### src/include/soc_settings.svh
`ifndef SOC_SETTINGS_SVH
`define SOC_SETTINGS_SVH

// Address map
`define SRAM_BASE    32'h8000_0000
`define UART_BASE    32'h1000_0000
`define REGION_SIZE  32'd4096

// On-chip SRAM depth in 32-bit words
`define SRAM_WORDS   1024

// Clock cycles per serial bit
`define UART_DIV     4

// Response codes
`define RESP_OKAY    2'd0
`define RESP_DECERR  2'd3

`endif
### src/hw/soc_pkg.sv
`default_nettype none

package soc_pkg;

  typedef logic [31:0] addr_t;
  typedef logic [31:0] data_t;
  typedef logic [3:0]  strb_t;
  typedef logic [1:0]  resp_t;

  // Master to slave
  typedef struct packed {
    logic  aw_valid;
    addr_t aw_addr;
    logic  w_valid;
    data_t w_data;
    strb_t w_strb;
    logic  b_ready;
    logic  ar_valid;
    addr_t ar_addr;
    logic  r_ready;
  } axi_req_t;

  // Slave to master
  typedef struct packed {
    logic  aw_ready;
    logic  w_ready;
    logic  b_valid;
    resp_t b_resp;
    logic  ar_ready;
    logic  r_valid;
    data_t r_data;
    resp_t r_resp;
  } axi_rsp_t;

  typedef enum logic [1:0] {
    XB_IDLE,
    XB_SRAM,
    XB_UART,
    XB_DERR
  } xbar_state_e;

  typedef enum logic [1:0] {
    TX_IDLE,
    TX_START,
    TX_DATA,
    TX_STOP
  } uart_state_e;

endpackage

`default_nettype wire

### src/hw/axi_uart_tx.sv
`timescale 1ns/1ns
`default_nettype none
`include "soc_settings.svh"

module axi_uart_tx import soc_pkg::*; (
  input  logic     clock,
  input  logic     reset,
  input  axi_req_t req,
  output axi_rsp_t rsp,
  output logic     txd
);

  localparam int CNT_W = $clog2(`UART_DIV + 1);

  uart_state_e      state;
  logic [CNT_W-1:0] div_cnt;
  logic [2:0]       bit_idx;
  logic [7:0]       shift_q;
  logic [7:0]       data_q;
  logic             bit_end;
  logic             tx_busy;
  logic             pending;
  logic             wr_data;
  logic             wr_en;
  logic             wr_start;
  logic             rd_en;
  logic             b_valid_q;
  logic             r_valid_q;
  data_t            r_data_q;

  assign tx_busy = state != TX_IDLE;
  assign bit_end = div_cnt == CNT_W'(`UART_DIV - 1);
  assign pending = b_valid_q | r_valid_q;
  assign wr_data = ~req.aw_addr[2];  // Offset 0 is the data register

  // Data writes wait for the shifter to drain
  assign wr_en    = req.aw_valid & req.w_valid & ~pending & ~(wr_data & tx_busy);
  assign wr_start = wr_en & wr_data & req.w_strb[0];
  assign rd_en    = req.ar_valid & ~pending & ~(req.aw_valid & req.w_valid);

  always_ff @(posedge clock) begin
    if (reset) begin
      state   <= TX_IDLE;
      div_cnt <= '0;
      bit_idx <= '0;
    end else begin
      div_cnt <= (tx_busy && !bit_end) ? div_cnt + 1'b1 : '0;
      case (state)
        TX_IDLE:  if (wr_start) state <= TX_START;
        TX_START: if (bit_end) state <= TX_DATA;
        TX_DATA: begin
          if (bit_end) begin
            bit_idx <= bit_idx + 1'b1;  // Wraps back to 0 after bit 7
            if (bit_idx == 3'd7) begin
              state <= TX_STOP;
            end
          end
        end
        default:  if (bit_end) state <= TX_IDLE;
      endcase
    end
  end

  always_ff @(posedge clock) begin
    if (wr_start) begin
      shift_q <= req.w_data[7:0];
      data_q  <= req.w_data[7:0];
    end else if (state == TX_DATA && bit_end) begin
      shift_q <= shift_q >> 1;  // LSB first
    end
    if (rd_en) begin
      r_data_q <= req.ar_addr[2] ? data_t'(tx_busy) : data_t'(data_q);
    end
  end

  always_ff @(posedge clock) begin
    if (reset) begin
      b_valid_q <= 1'b0;
      r_valid_q <= 1'b0;
    end else begin
      if (wr_en) begin
        b_valid_q <= 1'b1;
      end else if (req.b_ready) begin
        b_valid_q <= 1'b0;
      end
      if (rd_en) begin
        r_valid_q <= 1'b1;
      end else if (req.r_ready) begin
        r_valid_q <= 1'b0;
      end
    end
  end

  always_comb begin
    case (state)
      TX_START: txd = 1'b0;
      TX_DATA:  txd = shift_q[0];
      default:  txd = 1'b1;  // Idle line and stop bit
    endcase
  end

  always_comb begin
    rsp          = '0;
    rsp.aw_ready = wr_en;
    rsp.w_ready  = wr_en;
    rsp.b_valid  = b_valid_q;
    rsp.b_resp   = `RESP_OKAY;
    rsp.ar_ready = rd_en;
    rsp.r_valid  = r_valid_q;
    rsp.r_data   = r_data_q;
    rsp.r_resp   = `RESP_OKAY;
  end

endmodule

`default_nettype wire

### config.mk
export PLATFORM = sky130hd
export DESIGN_NAME = axi_uart_tx
export DESIGN_NICKNAME = d
export VERILOG_FILES = /design/src/hw/soc_pkg.sv /design/src/hw/axi_uart_tx.sv
export VERILOG_INCLUDE_DIRS = /design/src /design/src/include
export SDC_FILE = /design/constraint.sdc
export NUM_CORES = 1
export LEC_CHECK = 0
export BUFFER_PORTS_ARGS = -buffer_cell sky130_fd_sc_hd__buf_2
export CAP_MARGIN = 15
export CORE_MARGIN = 8
export CORE_UTILIZATION = 37
export DETAILED_ROUTE_END_ITERATION = 16
export PLACE_DENSITY = 0.86
export SYNTH_ARGS = -nofsm -noshare
export SYNTH_HDL_FRONTEND = slang
export SYNTH_SLANG_ARGS = --single-unit
### constraint.sdc
create_clock -name clock -period 2.1 [get_ports clock]
set_clock_uncertainty 0.05 [all_clocks]
set_input_delay 0.105 -clock clock [delete_from_list [all_inputs] [get_ports clock]]
set_output_delay 0.105 -clock clock [all_outputs]
set_load 0.05 [all_outputs]
==> impl_metrics.toml <==
[sta]
fin_crit_ns = 1.849
holdWs_ns = 0.07026
timing.final.ws_setup_ns = 0.2509
report.final.slew_viol_count = 0
finalCritPeriodShare_pct = 88.05
tns_ns = 0
setup_viol = 0
rsz0062_at_grt = "no"
max_freq_mhz = 540.8
hold_viol = 0

[power_and_ir_drop]
cellPowerDensity_nw_per_um2 = 904.6
finalPower_uw = 1743
ir_drop_mv = 0.2772
p_leak_uw = 0.0008389

[logic_synthesis]
ys_seq_area_share_pct = 54.84
syn_inst = 139
ys_ff_latch = 34
synth_compound_area_share_pct = 2.832
synth_fa_ha_area_share_pct = 5.961
synthXorXnorAreaFrac_pct = 0.5216
avgSynthCellArea_um2 = 12.08
yosysWarningCount = 0
synthSimpleGateAreaFrac_pct = 11.55
synth_top_family_by_area = "buffers and inverters"
syn_area_um2 = 1679
synth_cell_types = 25
synth.mux.area_fraction_pct = 6.855

[drt]
drt-pass1-iter-count = 4
wl_um = 2909
vias = 1012
vias_per_cell = 4.439
ant_nets = 0
routedWlPerCell_um = 12.76
drc = 0
drt_iter0_markers = 46

[worst_setup_path]
crit_arrival_ns = 1.69
cp.required_ns = 1.95
crit_type = "flop to output port"
crit_fanout = 8
end_kind = "output port"
startpoint_type = "flop"

[place]
gp_congestion = 0.7248
portBuffers = 31
hpwl_um = 2360
pre_cts_ws_ns = 0.3240

[die]
initial_core_util_pct = 38.56
die_area_um2 = 6950
core_area_um2 = 4354
ios = 149
die_x_um = 83.37
row_count = 24
fp.dieH_um = 83.37

[min_path]
hp-class = "input pin to flop"

[layout]
nNetsFinal = 291
drive_gt1_share_pct = 29.55
area_delta_synth_final_pct = 14.75
fillers = 401
num_antenna_cells = 0

[global_route]
antenna_found_initial = 0
grt_pass1_wl_um = 4919
grt_usage_pct = 8.859
grt-ovfl-total = 0
grt_max_degree = 11
grt_pass1_vias = 1032

[cts]
path_clk_slew_ns = 0.06
clockRootBuffer = "clkbuf_8"
numCtsBuffers = 5
cts_tree = "built"
clock_sinks = 34
cts_setup_buffers = 0
clk_latency_ns = 0.28
clock_path_buffers = 2
ctsHtreeMaxLevel = 2

[run_status]
status = "complete, no violations"

[flow_run]
max_cap_violations = 0
==> layer usage <==
| metal | routed length, um | GRT usage, % | vias to the layer above |
|---|---|---|---|
| li1 | - | - | 484 |
| met1 | 1096 | 8.514 | 466 |
| met2 | 1252 | 12.80 | 55 |
| met3 | 481 | 7.617 | 7 |
| met4 | 79 | 4.792 | 0 |
| met5 | 0 | 0 | - |
==> worst paths after layout <==
path / end / slack, ns / start / cells past startpoint
hold / removal: b_valid_q / 0.07 / req[34] / 4
setup reg to reg: state[0] / 0.33 / state[0] / 6
setup / recovery: rsp[40] / 0.25 / state[0] / 5
hold reg to reg: div_cnt[0] / 0.39 / div_cnt[0] / 1
==> critical path: stages, from the launching register on <==
cell	delay (ns)
dfxtp_1	0.34
inv_1	0.10
ha_1	0.35
nor2_1	0.09
nor4_2	0.21
buf_2	0.33
==> cell usage in the layout, fill, tap and decap left out, drive strengths merged, types with 5 or more instances in the layout <==
cell type and instances:
inv 7, nor2 7, ha 8, dfxtp 10, nor2b 8, dlygate4sd3 8
clkbuf 5, conb 28, buf 31, mux2 9, nand2 11, edfxtp 24
==> cell families after synthesis <==
logic type	count (synthesis)
other	1
adders and majority gates	8
muxes	10
DFF	34
and+or+nand+nor	36
xor gates and xnor gates	1
AOI/OAI and AO/OA	6
buffers and inverters	43
==> where the power goes <==
part,switching [uW],internal [uW]
Combinational,304,103
Sequential,16.5,759
Clock,218,343
Total,538,1200
==> Yosys cell counts <==
cell	count	share of area, %
conb_1	1	0.22
nor2b_1	8	3.0
nand2_2	1	0.37
dfxtp_1	10	12
a21oi_1	3	0.89
nand2_1	10	2.2
mux2i_1	1	0.60
inv_1	7	1.6
ha_1	8	6.0
nor2_1	7	1.6
o21ai_0	1	0.30
mux2_4	1	0.89
o221a_4	1	1.2
xor2_1	1	0.52
clkbuf_1	2	0.45
and3_2	2	0.89
nor4b_1	1	0.52
buf_4	34	15
o21a_1	1	0.45
edfxtp_1	24	43
nor3_1	1	0.30
nand3_1	2	0.60
and4bb_4	1	0.97
mux2_2	8	5.4
nor4_1	3	1.1
==> per-stage QoR <==
stage / instance area, um^2 / util (%) / std cells
floorplan: 1780 / - / 166
global placement: 1738 / 39.91 / 213
detailed placement: 1738 / 39.91 / 213
CTS: 1921 / 44.11 / 228
global route: 1927 / 44.25 / 228
finish: 1927 / 44.25 / 228
==> cell type report <==
class	count	area (um^2)	share of cell area [%]
clock buffers	5	68.82	3.571
clock inverters	2	33.78	1.753
inverters	7	26.28	1.364
multi-input cells	89	576.8	29.94
flip-flops and latches	34	920.9	47.79
well taps	52	65.06	3.377
repair buffers	39	235.2	12.21
==> repair_timing <==
action | in CTS | in global routing
hold endpoints to repair | 8 | 0
setup endpoints to repair | 0 | 2
hold buffers | 8 | 0
resized for setup | 0 | 1
==> state kept, by name (all words and copies together) (netlist names) <==
register,count
data_q,8
r_data_q,8
r_valid_q,1
b_valid_q,1
state,2
div_cnt,3
shift_q,8
bit_idx,3
No activity file was read; power rests on OpenSTA's default activity.
