==> config.mk <==
export PLATFORM = sky130hd
export DESIGN_NAME = axi_xbar
export DESIGN_NICKNAME = d
export VERILOG_FILES = /design/src/hw/soc_pkg.sv /design/src/hw/axi_xbar.sv
export VERILOG_INCLUDE_DIRS = /design/src /design/src/include
export SDC_FILE = /design/constraint.sdc
export NUM_CORES = 1
export LEC_CHECK = 0
export ABC_AREA = 0
export BUFFER_PORTS_ARGS = -buffer_cell sky130_fd_sc_hd__buf_2
export CAP_MARGIN = 10
export CORE_AREA = 2 2 172 174
export CTS_CLUSTER_DIAMETER = 150
export DETAILED_ROUTE_END_ITERATION = 8
export DIE_AREA = 0 0 174 176
export GPL_TIMING_DRIVEN = 1
export PLACE_DENSITY_LB_ADDON = 0.1
export SLEW_MARGIN = 5
export SYNTH_ARGS = -nofsm -noshare
export SYNTH_HDL_FRONTEND = slang
export SYNTH_SLANG_ARGS = --single-unit
==> constraint.sdc <==
create_clock -name clock -period 3.3 [get_ports clock]
set_clock_uncertainty 0.2 [all_clocks]
set_input_delay 0.66 -clock clock [delete_from_list [all_inputs] [get_ports clock]]
set_output_delay 0.66 -clock clock [all_outputs]
set_load 0.01 [all_outputs]
==> src/include/soc_settings.svh <==
`ifndef SOC_SETTINGS_SVH
`define SOC_SETTINGS_SVH

// Address map
`define SRAM_BASE    32'h8000_0000
`define UART_BASE    32'h1000_0000
`define REGION_SIZE  32'd4096

// On-chip SRAM depth in 32-bit words
`define SRAM_WORDS   1024

// Clock cycles per serial bit
`define UART_DIV     4

// Response codes
`define RESP_OKAY    2'd0
`define RESP_DECERR  2'd3

`endif
==> src/hw/soc_pkg.sv <==
`default_nettype none

package soc_pkg;

  typedef logic [31:0] addr_t;
  typedef logic [31:0] data_t;
  typedef logic [3:0]  strb_t;
  typedef logic [1:0]  resp_t;

  // Master to slave
  typedef struct packed {
    logic  aw_valid;
    addr_t aw_addr;
    logic  w_valid;
    data_t w_data;
    strb_t w_strb;
    logic  b_ready;
    logic  ar_valid;
    addr_t ar_addr;
    logic  r_ready;
  } axi_req_t;

  // Slave to master
  typedef struct packed {
    logic  aw_ready;
    logic  w_ready;
    logic  b_valid;
    resp_t b_resp;
    logic  ar_ready;
    logic  r_valid;
    data_t r_data;
    resp_t r_resp;
  } axi_rsp_t;

  typedef enum logic [1:0] {
    XB_IDLE,
    XB_SRAM,
    XB_UART,
    XB_DERR
  } xbar_state_e;

  typedef enum logic [1:0] {
    TX_IDLE,
    TX_START,
    TX_DATA,
    TX_STOP
  } uart_state_e;

endpackage

`default_nettype wire

==> src/hw/axi_xbar.sv <==
`timescale 1ns/1ns
`default_nettype none
`include "soc_settings.svh"

module axi_xbar import soc_pkg::*; (
  input  logic     clock,
  input  logic     reset,
  input  axi_req_t mst_req,
  output axi_rsp_t mst_rsp,
  output axi_req_t sram_req,
  input  axi_rsp_t sram_rsp,
  output axi_req_t uart_req,
  input  axi_rsp_t uart_rsp
);

  xbar_state_e state;
  xbar_state_e target;
  addr_t       req_addr;
  logic        req_any;
  logic        done;
  axi_rsp_t    derr_rsp;
  logic        derr_b_valid;
  logic        derr_r_valid;
  logic        derr_wr;
  logic        derr_rd;

  function automatic logic in_region(addr_t addr, addr_t base);
    addr_t offset;
    offset = addr - base;  // Wraps below base, so one compare covers both ends
    return offset < `REGION_SIZE;
  endfunction

  assign req_any  = mst_req.ar_valid | mst_req.aw_valid | mst_req.w_valid;
  assign req_addr = mst_req.ar_valid ? mst_req.ar_addr : mst_req.aw_addr;

  always_comb begin
    if (in_region(req_addr, `SRAM_BASE)) begin
      target = XB_SRAM;
    end else if (in_region(req_addr, `UART_BASE)) begin
      target = XB_UART;
    end else begin
      target = XB_DERR;
    end
  end

  // Response handshake of whichever target holds the grant
  assign done = (mst_rsp.b_valid & mst_req.b_ready) | (mst_rsp.r_valid & mst_req.r_ready);

  always_ff @(posedge clock) begin
    if (reset) begin
      state <= XB_IDLE;
    end else if (state == XB_IDLE) begin
      if (req_any) begin
        state <= target;
      end
    end else if (done) begin
      state <= XB_IDLE;
    end
  end

  assign sram_req = (state == XB_SRAM) ? mst_req : '0;
  assign uart_req = (state == XB_UART) ? mst_req : '0;

  always_comb begin
    case (state)
      XB_SRAM: mst_rsp = sram_rsp;
      XB_UART: mst_rsp = uart_rsp;
      XB_DERR: mst_rsp = derr_rsp;
      default: mst_rsp = '0;
    endcase
  end

  // Decode-error responder, reads take priority as in the decode
  assign derr_rd = (state == XB_DERR) & ~derr_b_valid & ~derr_r_valid & mst_req.ar_valid;
  assign derr_wr = (state == XB_DERR) & ~derr_b_valid & ~derr_r_valid & ~mst_req.ar_valid
                   & mst_req.aw_valid & mst_req.w_valid;

  always_ff @(posedge clock) begin
    if (reset) begin
      derr_b_valid <= 1'b0;
      derr_r_valid <= 1'b0;
    end else begin
      if (derr_wr) begin
        derr_b_valid <= 1'b1;
      end else if (mst_req.b_ready) begin
        derr_b_valid <= 1'b0;
      end
      if (derr_rd) begin
        derr_r_valid <= 1'b1;
      end else if (mst_req.r_ready) begin
        derr_r_valid <= 1'b0;
      end
    end
  end

  always_comb begin
    derr_rsp          = '0;
    derr_rsp.aw_ready = derr_wr;
    derr_rsp.w_ready  = derr_wr;
    derr_rsp.b_valid  = derr_b_valid;
    derr_rsp.b_resp   = `RESP_DECERR;
    derr_rsp.ar_ready = derr_rd;
    derr_rsp.r_valid  = derr_r_valid;
    derr_rsp.r_data   = '0;
    derr_rsp.r_resp   = `RESP_DECERR;
  end

endmodule

`default_nettype wire

==> results of run 1 <==
-- placed cells by master, fill, tap and decap left out, types with 2 or more instances in the layout --
cell | netlist | layout
sky130_fd_sc_hd__nand2_1 | 4 | 4
sky130_fd_sc_hd__nor3_1 | 8 | 8
sky130_fd_sc_hd__buf_2 | 7 | 439
sky130_fd_sc_hd__o21ai_1 | 3 | 3
sky130_fd_sc_hd__buf_12 | 0 | 4
sky130_fd_sc_hd__a32oi_1 | 2 | 2
sky130_fd_sc_hd__clkbuf_16 | 0 | 3
sky130_fd_sc_hd__a21oi_1 | 7 | 7
sky130_fd_sc_hd__buf_4 | 6 | 3
sky130_fd_sc_hd__diode_2 | 0 | 2
sky130_fd_sc_hd__a221o_1 | 2 | 2
sky130_fd_sc_hd__a22o_1 | 33 | 33
sky130_fd_sc_hd__nor4_1 | 6 | 6
sky130_fd_sc_hd__a22oi_1 | 2 | 2
sky130_fd_sc_hd__and2_1 | 207 | 207
sky130_fd_sc_hd__nor2_1 | 12 | 12
sky130_fd_sc_hd__dfxtp_1 | 4 | 4
sky130_fd_sc_hd__inv_1 | 3 | 3
-- worst reg2reg max path, stage by stage, from the launching register on --
cell and delay, ps:
sky130_fd_sc_hd__dfxtp_1 500, sky130_fd_sc_hd__buf_4 250, sky130_fd_sc_hd__a21oi_1 70, sky130_fd_sc_hd__a211o_1 310, sky130_fd_sc_hd__a32oi_1 210, sky130_fd_sc_hd__o21ai_1 90
-- layer usage --
| layer | up-vias | share of wire [%] |
|---|---|---|
| met2 | 242 | 54 |
| met4 | 0 | 0.18 |
| met3 | 2 | 7.8 |
| met1 | 1739 | 38 |
| met5 | - | 0 |
| li1 | 1983 | - |
-- power breakdown --
| part | internal, mW | total [mW] | switching, mW |
|---|---|---|---|
| sequential | 0.0634 | 0.0828 | 0.0194 |
| clock | 0.155 | 0.189 | 0.0339 |
| combinational | 1.30 | 2.94 | 1.64 |
-- cells by family (layout without fill, tap and decap cells) --
family          Yosys count  in the layout  share of synthesized area [%]
flops                     4              4                          3.501
simple gates            249            249                          67.18
buf+inv                  39            453                          9.081
compound gates           55             55                          19.31
mux                       2              2                         0.9300
other cells               0              2                              0
-- final timing paths --
kind,start,endpoint,slack (ps)
worst max-delay path,state[1]$_SDFFE_PP0P_,uart_req[48],580
worst max register to register,state[1]$_SDFFE_PP0P_,state[1]$_SDFFE_PP0P_,1540
worst min-delay path,derr_r_valid$_SDFFE_PP0P_,derr_r_valid$_SDFFE_PP0P_,320
worst min register to register,derr_r_valid$_SDFFE_PP0P_,derr_r_valid$_SDFFE_PP0P_,320
-- state kept, by name, summed over array words and instances (netlist names) --
signal,cells
derr_b_valid,1
derr_r_valid,1
state,2
-- layout make-up --
class	count	area [um2]	share of cell area [%]
clock buffer	3	75.07	1.512
multi-input combinational	306	2009	40.47
antenna	2	5.005	0.1008
sequential	4	80.08	1.613
inverter	4	15.01	0.3024
tap	384	480.5	9.677
timing repair buffer	446	2300	46.32
-- metrics by stage --
stage	setup slack [ps]	instance area [um2]	total power [mW]	hold WS [ps]	util, %
finish	584.0	4965	3.211	317.1	17.39
global route	472.6	4962	3.483	346.1	17.38
CTS	581.1	4960	3.282	311.3	17.37
detailed placement	819.4	4885	3.083	305.5	17.11
global placement	788.1	4885	3.151	315.6	17.11
floorplan	1119	2287	1.804	262.4	-
==> results by stage, run 1 <==
GRT:
- The total routing resource utilization after global routing is 10.28%.
- The routing usage on met1 is 11.52%.
- For met2 alone, demand over resource in global routing was 20.47%.
- Entering global routing, the biggest net connects 72 pins.
- The routing usage on met3 is 2.175%.
- The number of global-route vias before repair is 3833.
- The sum of overflow across all layers after global routing is 0.
- The global routing stage identified its most utilized layer as met2.
- The global-route wire length before repair is 24.03 mm.
- The number of antenna violations at the first check in global routing was 1.

Hold path:
- The cell count of the worst hold path is 2.
- The path category of the worst min-delay check is reg -> reg.

CTS:
- At the later pin of the worst-skew pair, clock insertion delay measures 220 ps.
- The master cell of the clock root buffer is sky130_fd_sc_hd__clkbuf_16.
- TritonCTS built the clock tree.
- The clock transition at the registers of the reported paths is 30 ps.
- The number of sinks driven by the clock tree is 4.
- The total of hold buffers inserted after clock tree synthesis is 0.
- The number of setup buffers added after CTS is 0.
- After clock tree synthesis, the repair step resized 0 gates.
- The maximum clock insertion buffer count is 2.
- The TritonCTS buffer count is 3.
- CTS built an H-tree with a depth of 1.

Routing:
- The count of routing violations after the opening detailed-route iteration is 125.
- The routed design has 17.48 mm of wire.
- The post-detailed-route DRC marker count is 0.
- Once detail routing completed, the nets flagged for antenna violations numbered 0.
- For this run, the detailed router's first-pass iteration total came to 4.
- In the final routed layout, each cell accounts on average for 15.21 um.
- The via count is 3966.
- Dividing the detail-routed via count by the number of cells gives 3.452.

Yosys:
- Yosys printed 0 warnings.
- The proportion of register bits with asynchronous set or reset after synthesis is 0%.
- The post-synthesis average cell area is 6.554 um2.
- The number of distinct library cells after synthesis is 39.
- sky130_fd_sc_hd__and2_1 takes more of the synthesized area than any other cell.
- The number of nets produced by synthesis is 538.
- The number of synthesized flops with an enable pin is 0.
- After technology mapping, the gate count stands at 349.
- The area of the mapped netlist is 2287 um2.
- The most instantiated library cell after synthesis is sky130_fd_sc_hd__and2_1.
- In this run the biggest area consumer among cell types represents 56.62% of the synthesized area.
- Sorting the synthesized cells by area gives the leading types as sky130_fd_sc_hd__and2_1, sky130_fd_sc_hd__a22o_1, sky130_fd_sc_hd__clkbuf_2.
- The number of synthesized register bits is 4.
- The prevailing post-synth register cell is sky130_fd_sc_hd__dfxtp_1.
- The part of the Yosys area used for sequential elements is 3.501%.
- By count the netlist is led by sky130_fd_sc_hd__and2_1, sky130_fd_sc_hd__a22o_1, sky130_fd_sc_hd__clkbuf_2.

Floorplanning:
- During I/O placement, the number of pins put on the boundary was 440.
- The placement row count is 62.
- For this configuration, the core starts out at a cell density of 8.012%.
- In this run the vertical extent of the chip is 176 um.
- The die footprint is 30620 um2.
- The die width is 174 um.
- The core box area is 28550 um2.

Timing:
- The post-route fraction of the period consumed by the critical path is 82.30%.
- Setup total negative slack on the finished layout was measured at 0 ps.
- The maximum achievable frequency is 0.3682 GHz.
- Setup violations remaining at the end of the flow were counted as 0.
- The number of hold-slack violations in the final timing report is 0.
- The total count of max-transition violations in the final report came to 0.
- Setup repair after global routing left no endpoint under its margin.
- Measured against its own limit, the worst slew margin works out to 54.30%.
- The minimum clock period is 2716 ps.
- The transition time of the tightest slew-check pin is 679.2 ps.

Place:
- The HPWL after detailed placement is 15.06 mm.
- Input and output buffers added on the ports amount to 439.
- Counting tap cells, the placed design contains a total of 1144 instances.
- At the end of routability-driven placement, the weighted congestion stood at 0.7557.

Setup path:
- The data arrival time of the worst path is 1860 ps.
- The worst path buffer plus inverter count is 2.
- Traced cell by cell, the critical path runs through nor2b_4 > buf_12 > and2_1 > buf_2.
- In this run the worst path has a maximum fanout of 71.
- The path length in cells of the critical path is 4.
- The cell with the largest stage delay on the worst path is sky130_fd_sc_hd__dfxtp_1.
- The critical setup path kind is reg -> out.
- The number of cells on the worst reg-to-reg path is 5.
- At the worst endpoint, the required time is 2440 ps.
- The kind of launch point of the worst setup path is a flip-flop.
- For this run, the slowest stage of the critical path takes 500 ps.
- Broken down by cell family, the worst path's largest delay share belongs to simple AND/OR/NAND/NOR gates.
- The capturing element type of the critical path is an output port.

Final layout:
- Compared with the post-synthesis result, the final layout area differs by 117.1%.
- The filler cells instantiated in the layout total 3367.
- The final instance count without filler cells is 1149.
- The share of cells above drive strength 1 is 59.63%.
- The final layout contains 954 nets.

Pwr:
- The reported leakage power is 3.007 nW.
- The maximum vdd ir drop is 0.2429 mV.
- Dividing total power by cell area gives a power density of 646.8 nW/um2.

Job:
- The tool flagged a number of max-cap violations equal to 0.

Outcome:
- The run finished with clean final reports.
Power figures use the tool's default switching activity.
==> inputs of run 2 (changes only) <==
--- a/config.mk
+++ b/config.mk
@@ -9,10 +9,10 @@
 export ABC_AREA = 0
 export BUFFER_PORTS_ARGS = -buffer_cell sky130_fd_sc_hd__buf_2
 export CAP_MARGIN = 10
-export CORE_AREA = 2 2 172 174
+export CORE_AREA = 2 2 170 172
 export CTS_CLUSTER_DIAMETER = 150
 export DETAILED_ROUTE_END_ITERATION = 8
-export DIE_AREA = 0 0 174 176
+export DIE_AREA = 0 0 172 174
 export GPL_TIMING_DRIVEN = 1
 export PLACE_DENSITY_LB_ADDON = 0.1
 export SLEW_MARGIN = 5
==> constraint.sdc (replaced) <==
create_clock -name clock -period 2.4 [get_ports clock]
set_clock_uncertainty 0.2 [all_clocks]
set_input_delay 0.48 -clock clock [delete_from_list [all_inputs] [get_ports clock]]
set_output_delay 0.48 -clock clock [all_outputs]
set_load 0.01 [all_outputs]
==> run 2 against run 1 <==
Critical path type unchanged. Worst setup slack worse by 480 ps. Sequential share of layout area hardly changed. Combinational power is 42% higher. Critical endpoint is now mst_rsp[40]. Register-to-register slack worse by 760 ps. Flip-flop and latch count stayed put. Core utilization is 0.54 points higher. Total power is 42% higher. Non-clock buffer count is 9 higher.
==> results by stage, run 2 (synthesis results as in run 1) <==
Outcome:
- The run finished with clean final reports.

CTS:
- Counting the buffers created by CTS gives 3.
- The worst-skew pair later-pin latency is 220 ps.
- After clock tree synthesis, the clock-pin slew on the worst setup and hold paths is 30 ps.
- The master cell of the clock root buffer is sky130_fd_sc_hd__clkbuf_16.
- No sink is reached through more buffers than the 2 on the longest clock path.
- Buffers inserted to repair hold after CTS numbered 0.
- CTS built an H-tree with a depth of 1.
- TritonCTS built the clock tree.
- For this design, the sink count on the clock tree is 4.

Pwr:
- The power density relative to cell area is 898.2 nW/um2.
- The reported leakage power is 3.063 nW.
- The maximum vdd ir drop is 0.3618 mV.

Timing:
- The number of hold-slack violations in the final timing report is 0.
- For the pin with the worst max-slew slack, the measured transition is 406.2 ps.
- The minimum clock period is 2292 ps.
- The maximum achievable frequency is 0.4363 GHz.
- The sum of negative setup slack is 0 ps.
- Setup repair after global routing left no endpoint under its margin.
- The worst slew margin relative to its limit is 72.54%.
- The total count of max-transition violations in the final report is 0.
- The post-route fraction of the period consumed by the critical path is 95.50%.
- The final hold slack is 320.6 ps.
- The final setup violation count is 0.
- The worst path meets setup with 107.9 ps of slack.

Setup path:
- The delay of the slowest critical-path stage is 370 ps.
- In this run the worst path has a maximum fanout of 60.
- The critical register-to-register path startpoint is state[1]$_SDFFE_PP0P_.
- The worst register-to-register path has a setup slack of 780 ps.
- The required time reported for the critical path endpoint is 1720 ps.
- The worst setup path is captured at an output port.
- The critical path goes through buf_4 > nor2_4 > buf_12 > a221o_1 > buf_2.
- The number of cell instances on the worst register-to-register path is 5.
- The kind of launch point of the worst setup path is a flip-flop.
- The critical setup path kind is reg -> out.
- The largest individual stage delay along the critical path comes from the cell sky130_fd_sc_hd__a221o_1.
- The data arrival time of the worst path is 1610 ps.
- The endpoint identified for the worst register-to-register timing path is state[1]$_SDFFE_PP0P_.

Place:
- The routability-driven placement congestion ratio is 0.7695.
- The number of cells in the design after placement is 1149.
- Buffers placed on the I/O ports in this run total 439.
- The HPWL after detailed placement is 14.19 mm.
- At the placement stage, the worst setup path has a slack of 156.2 ps.

Hold path:
- The end point of the most critical hold path is derr_r_valid$_SDFFE_PP0P_.
- Along the worst hold path, the cell count comes to 2.
- The path category of the worst min-delay check is reg -> reg.
- The launch instance of the worst min-delay path is derr_r_valid$_SDFFE_PP0P_.

Routing:
- Summed over all layers, the routed wires come to 16.53 mm.
- The via count is 3975.
- The via density per instance is 3.433.
- The post-detailed-route DRC marker count is 0.
- The number of nets with antenna violations after detailed routing is 0.
- The detailed router finished its first iteration with 55 violations.
- The number of iterations in the first detailed-routing pass is 4.
- The routed length per placed instance is 14.27 um.

Final layout:
- The final instance count without filler cells is 1158.
- The largest registers in the layout are state (2), derr_b_valid (1), derr_r_valid (1).
- The number of nets in the layout is 963.
- Leaving out fill and tap cells, the most frequent cell in the layout is sky130_fd_sc_hd__buf_2.
- The area added between synthesis and finish is 121.3%.
- The register with the most flip-flops is state.
- The share of cells above drive strength 1 is 60.10%.
- The register with the most flip-flops in the layout has 2 of them.
- In the layout the commonest cells are sky130_fd_sc_hd__buf_2, sky130_fd_sc_hd__and2_1, sky130_fd_sc_hd__a22o_1.

Floorplanning:
- The core region is 28240 um2.
- The floorplan step set the die width to 172 um.
- Once the floorplan was initialized, standard cells occupied 8.100% of the core.
- The placement row count is 62.
- The die footprint is 29930 um2.
- Pin placement for this block handled 440 I/O pins.
- The die is 174 um tall.

GRT:
- The total routing resource utilization after global routing is 9.641%.
- Entering global routing, the biggest net connects 79 pins.
- The number of global-route vias before repair was 3698.
- The number of antenna violations at the first check in global routing came to 1.
- The global-route wire length before repair is 22.05 mm.
- The sum of overflow across all layers after global routing is 0.

Job:
- Max-cap violations in this run came to 0.
[run 2: changes by cell type in the layout (fill, tap and decap cells not counted), sizes merged]
| cell | previous run | this run |
|---|---|---|
| buf | 446 | 454 |
| clkbuf | 3 | 4 |
[run 2: area by class of cell]
| type | count | area [um2] |
|---|---|---|
| timing repair buffer | 455 | 2397 |
| multi-input combinational | 306 | 2009 |
| tap | 384 | 480.5 |
| antenna | 2 | 5.005 |
| fill | 3310 | 23170 |
| clock buffer | 3 | 75.07 |
| inverter | 4 | 15.01 |
| sequential | 4 | 80.08 |
[run 2: worst max path at each step]
stage	start	depth (start not counted)	endpoint	slack, ps
final	state[1]$_SDFFE_PP0P_	5	mst_rsp[40]	110
after global routing	state[0]$_SDFFE_PP0P_	5	uart_req[43]	40
after CTS	state[0]$_SDFFE_PP0P_	6	uart_req[81]	100
after detailed placement	mst_req[33]	6	state[1]$_SDFFE_PP0P_	160
after global placement	mst_req[33]	6	state[0]$_SDFFE_PP0P_	200
after floorplan	mst_req[33]	3	mst_rsp[39]	580
[run 2: what timing repair did]
action | 4_1_cts | 5_1_grt
endpoints found under the hold margin | 0 | 0
endpoints found under the setup margin | 0 | 4
setup buffers | 0 | 3
resized for setup | 0 | 0
[run 2: report_power, final]
part / internal [mW] / switching [mW] / leakage [nW]
clock network: 0.213 / 0.0455 / 0.0370
registers: 0.0875 / 0.0199 / 0.0330
logic: 1.90 / 2.28 / 2.99
[run 2: routing by layer]
layer,up-vias,global-route usage (%),part of all wire [%]
met4,0,0.7353,0.25
met5,-,0,0
li1,2001,-,-
met3,2,1.981,8.9
met1,1733,10.12,37
met2,239,19.91,53
[run 2: worst max-delay path, delay by kind of cell (launching register included)]
| family | cells | cell delay, ps |
|---|---|---|
| buffers and inverters | 3 | 570 |
| AOI/OAI and AO/OA | 1 | 370 |
| DFF | 1 | 350 |
| and+or+nand+nor | 1 | 80 |
[run 2: stage by stage]
step / total power [mW] / instance area [um2] / utilization, %
after global routing: 4.974 / 5057 / 17.91
after detailed placement: 4.288 / 4935 / 17.48
after floorplan: 2.481 / 2287 / -
after CTS: 4.556 / 5010 / 17.74
final: 4.547 / 5062 / 17.93
after global placement: 4.385 / 4935 / 17.48
==> inputs of run 3 (changes only) <==
==> constraint.sdc (replaced) <==
create_clock -name clock -period 2.4 [get_ports clock]
set_clock_uncertainty 0.2 [all_clocks]
set_input_delay 0.12 -clock clock [delete_from_list [all_inputs] [get_ports clock]]
set_output_delay 0.12 -clock clock [all_outputs]
set_load 0.01 [all_outputs]
==> run 3 against run 2 <==
Wire length down 2.4%. Non-clock buffer count decreased by 9. Critical path depth rose by 1. Critical endpoint is now mst_rsp[39].
==> results by stage, run 3 (synthesis results as in run 1) <==
Outcome:
- The flow ran to the end, and the final reports show no timing, DRC or antenna violations.

Timing:
- After routing, the total negative slack on setup checks comes to 0 ps.
- Setup repair after global routing left no endpoint under its margin.
- The total count of max-transition violations in the final report is 0.
- The worst slew margin relative to its limit is 62.43%.
- The number of hold-slack violations in the final timing report came to 0.
- Based on the critical path, the design can be clocked at up to 0.4904 GHz.
- The minimum clock period is 2039 ps.
- Setup violations remaining at the end of the flow were counted as 0.
- The post-route fraction of the period consumed by the critical path is 84.96%.
- At the pin with the least slew margin, the transition time is 555.7 ps.

Final layout:
- The register with the most flip-flops in the layout has 2 of them.
- Compared with the post-synthesis result, the final layout area differs by 117.0%.
- In the layout the commonest cells are sky130_fd_sc_hd__buf_2, sky130_fd_sc_hd__and2_1, sky130_fd_sc_hd__a22o_1.
- The share of cells above drive strength 1 is 59.50%.
- The final instance count without filler cells is 1147.
- The largest registers in the layout are state (2), derr_b_valid (1), derr_r_valid (1).
- The final antenna diode count is 0.
- The number of nets in the layout is 954.
- The register with the most flip-flops is state.
- Leaving out fill and tap cells, the most frequent cell in the layout is sky130_fd_sc_hd__buf_2.

Floorplanning:
- The die width is 172 um.
- The initial core utilization is 8.100%.
- The chip height is 174 um.
- The placement row count is 62.
- The die footprint is 29930 um2.
- The count of boundary I/O pins is 440.
- The core box area is 28240 um2.

CTS:
- After clock tree synthesis, the flow added hold-fix buffers numbering 1.
- The CTS tree is yes.
- At the later pin of the worst-skew pair, clock insertion delay measures 230 ps.
- In this run the deepest clock path goes through 2 buffers.
- The post-cts gate resize count is 0.
- The clock transition at the registers of the reported paths is 30 ps.
- The number of sinks driven by the clock tree is 4.
- The master cell of the clock root buffer is sky130_fd_sc_hd__clkbuf_16.
- Once the clock tree was built, the setup fixing pass inserted 0 buffers.
- The number of levels the H-tree was split into is 1.
- The TritonCTS buffer count is 3.

Pwr:
- The power share of the sequential group is 2.7%.
- The combinational cell fraction of total power is 91.3%.
- The internal power component is 2.086 mW.
- The reported leakage power is 3.006 nW.
- IR analysis of the VDD net gives a maximum drop of 0.4656 mV.
- The power spent charging and discharging nets is 2.293 mW.
- Of the total power, the clock network draws 6.0%.
- Power spread over the standard cell area amounts to 882.5 nW/um2.
- The net switching fraction of the power is 52.36%.

Routing:
- The number of iterations in the first detailed-routing pass is 4.
- The total wire length is 16.13 mm.
- Dividing the detail-routed wire length by the instance count gives 14.06 um.
- Summing over every cut layer, the via total after detailed routing is 3961.
- The count of routing violations after the opening detailed-route iteration is 74.
- The post-detailed-route DRC marker count is 0.
- The number of nets with antenna violations after detailed routing is 0.
- The via density per instance is 3.453.

Setup path:
- The critical setup path kind is reg -> out.
- STA puts the critical path data arrival time at 1720 ps.
- STA puts the critical path data required time at 2080 ps.
- The signal on the critical path passes through buf_4 > nand2_1 > nor3_1 > and4b_1 > a221o_1 > buf_2.
- The worst setup path is launched from a flip-flop.
- Along the worst path, the maximum fanout reaches 13.
- The capturing element type of the critical path is an output port.
- The cell with the largest stage delay on the worst path is sky130_fd_sc_hd__dfxtp_1.
- The delay of the slowest critical-path stage is 470 ps.

Hold path:
- The tightest min-delay check is of the in -> reg type.

Place:
- The congestion estimate from routability-driven global placement came to 0.7189.
- The port buffer count is 439.
- The HPWL after detailed placement is 13.90 mm.
- The number of placed instances, taps included, is 1143.

GRT:
- Entering global routing, the biggest net connects 81 pins.
- For this run, the total global-route usage over all layers was measured as 9.480%.
- The number of global-route vias before repair is 3699.
- The number of antenna violations at the first check in global routing came to 0.
- After global routing the overflow that remains totals 0.
- The first global-routing pass estimated 21.73 mm of wire.

Job:
- The number of violations of the max-capacitance limit is 0.
## run 3: changes by cell type in the layout (fill, tap and decap cells not counted), sizes merged
cell / delta
dlygate4sd3: +1
clkbuf: -1
buf: -9
diode: -2
## run 3: layout make-up
cell class | count | area [um2]
clock buffers | 3 | 75.07
fillers | 3351 | 23270
inverters | 4 | 15.01
multi-input cells | 306 | 2009
flip-flops and latches | 4 | 80.08
well taps | 384 | 480.5
repair buffers | 446 | 2302
## run 3: through the flow
stage | utilization, % | power [mW] | instance area [um2] | setup slack (ps) | hold WS, ps
floorplan | - | 2.481 | 2287 | 952.9 | -10.93
global placement | 17.27 | 4.307 | 4877 | 595.3 | 193.3
detailed placement | 17.27 | 4.200 | 4877 | 522.9 | 189.9
CTS | 17.57 | 4.476 | 4962 | 329.7 | 48.92
global route | 17.57 | 4.812 | 4962 | 156.8 | 98.32
finish | 17.57 | 4.379 | 4962 | 360.9 | 46.15
## run 3: layer usage
metal  vias to the layer above  GRT usage, %  part of all wire [%]
met5                         -             0                     0
met4                         0        0.7353                  0.35
met3                         4         2.072                   9.8
met2                       247         19.39                    53
met1                      1722         10.02                    36
li1                       1988             -                     -
## run 3: worst max-delay path, delay by kind of cell, from the launching register on
family / cells / cell delay (ps)
simple gates: 3 / 520
flops: 1 / 470
buf+inv: 2 / 370
compound gates: 1 / 130
## run 3: worst paths after layout
kind | from | to | slack [ps] | cells after the start
min reg2reg | derr_r_valid$_SDFFE_PP0P_ | derr_r_valid$_SDFFE_PP0P_ | 310 | 2
max reg2reg | state[0]$_SDFFE_PP0P_ | state[1]$_SDFFE_PP0P_ | 710 | 5
min | mst_req[0] | derr_r_valid$_SDFFE_PP0P_ | 50 | 3
max | state[1]$_SDFFE_PP0P_ | mst_rsp[39] | 360 | 6
## run 3: power groups by stage
| stage | Sequential (mW) | Clock, mW | Combinational, mW |
|---|---|---|---|
| 2_1_floorplan | 0.0943 | 0 | 2.39 |
| 3_3_place_gp | 0.119 | 0 | 4.19 |
| 3_5_place_dp | 0.121 | 0 | 4.08 |
| 4_1_cts | 0.121 | 0.266 | 4.09 |
| 5_1_grt | 0.126 | 0.271 | 4.41 |
| 6_report | 0.120 | 0.262 | 4.00 |
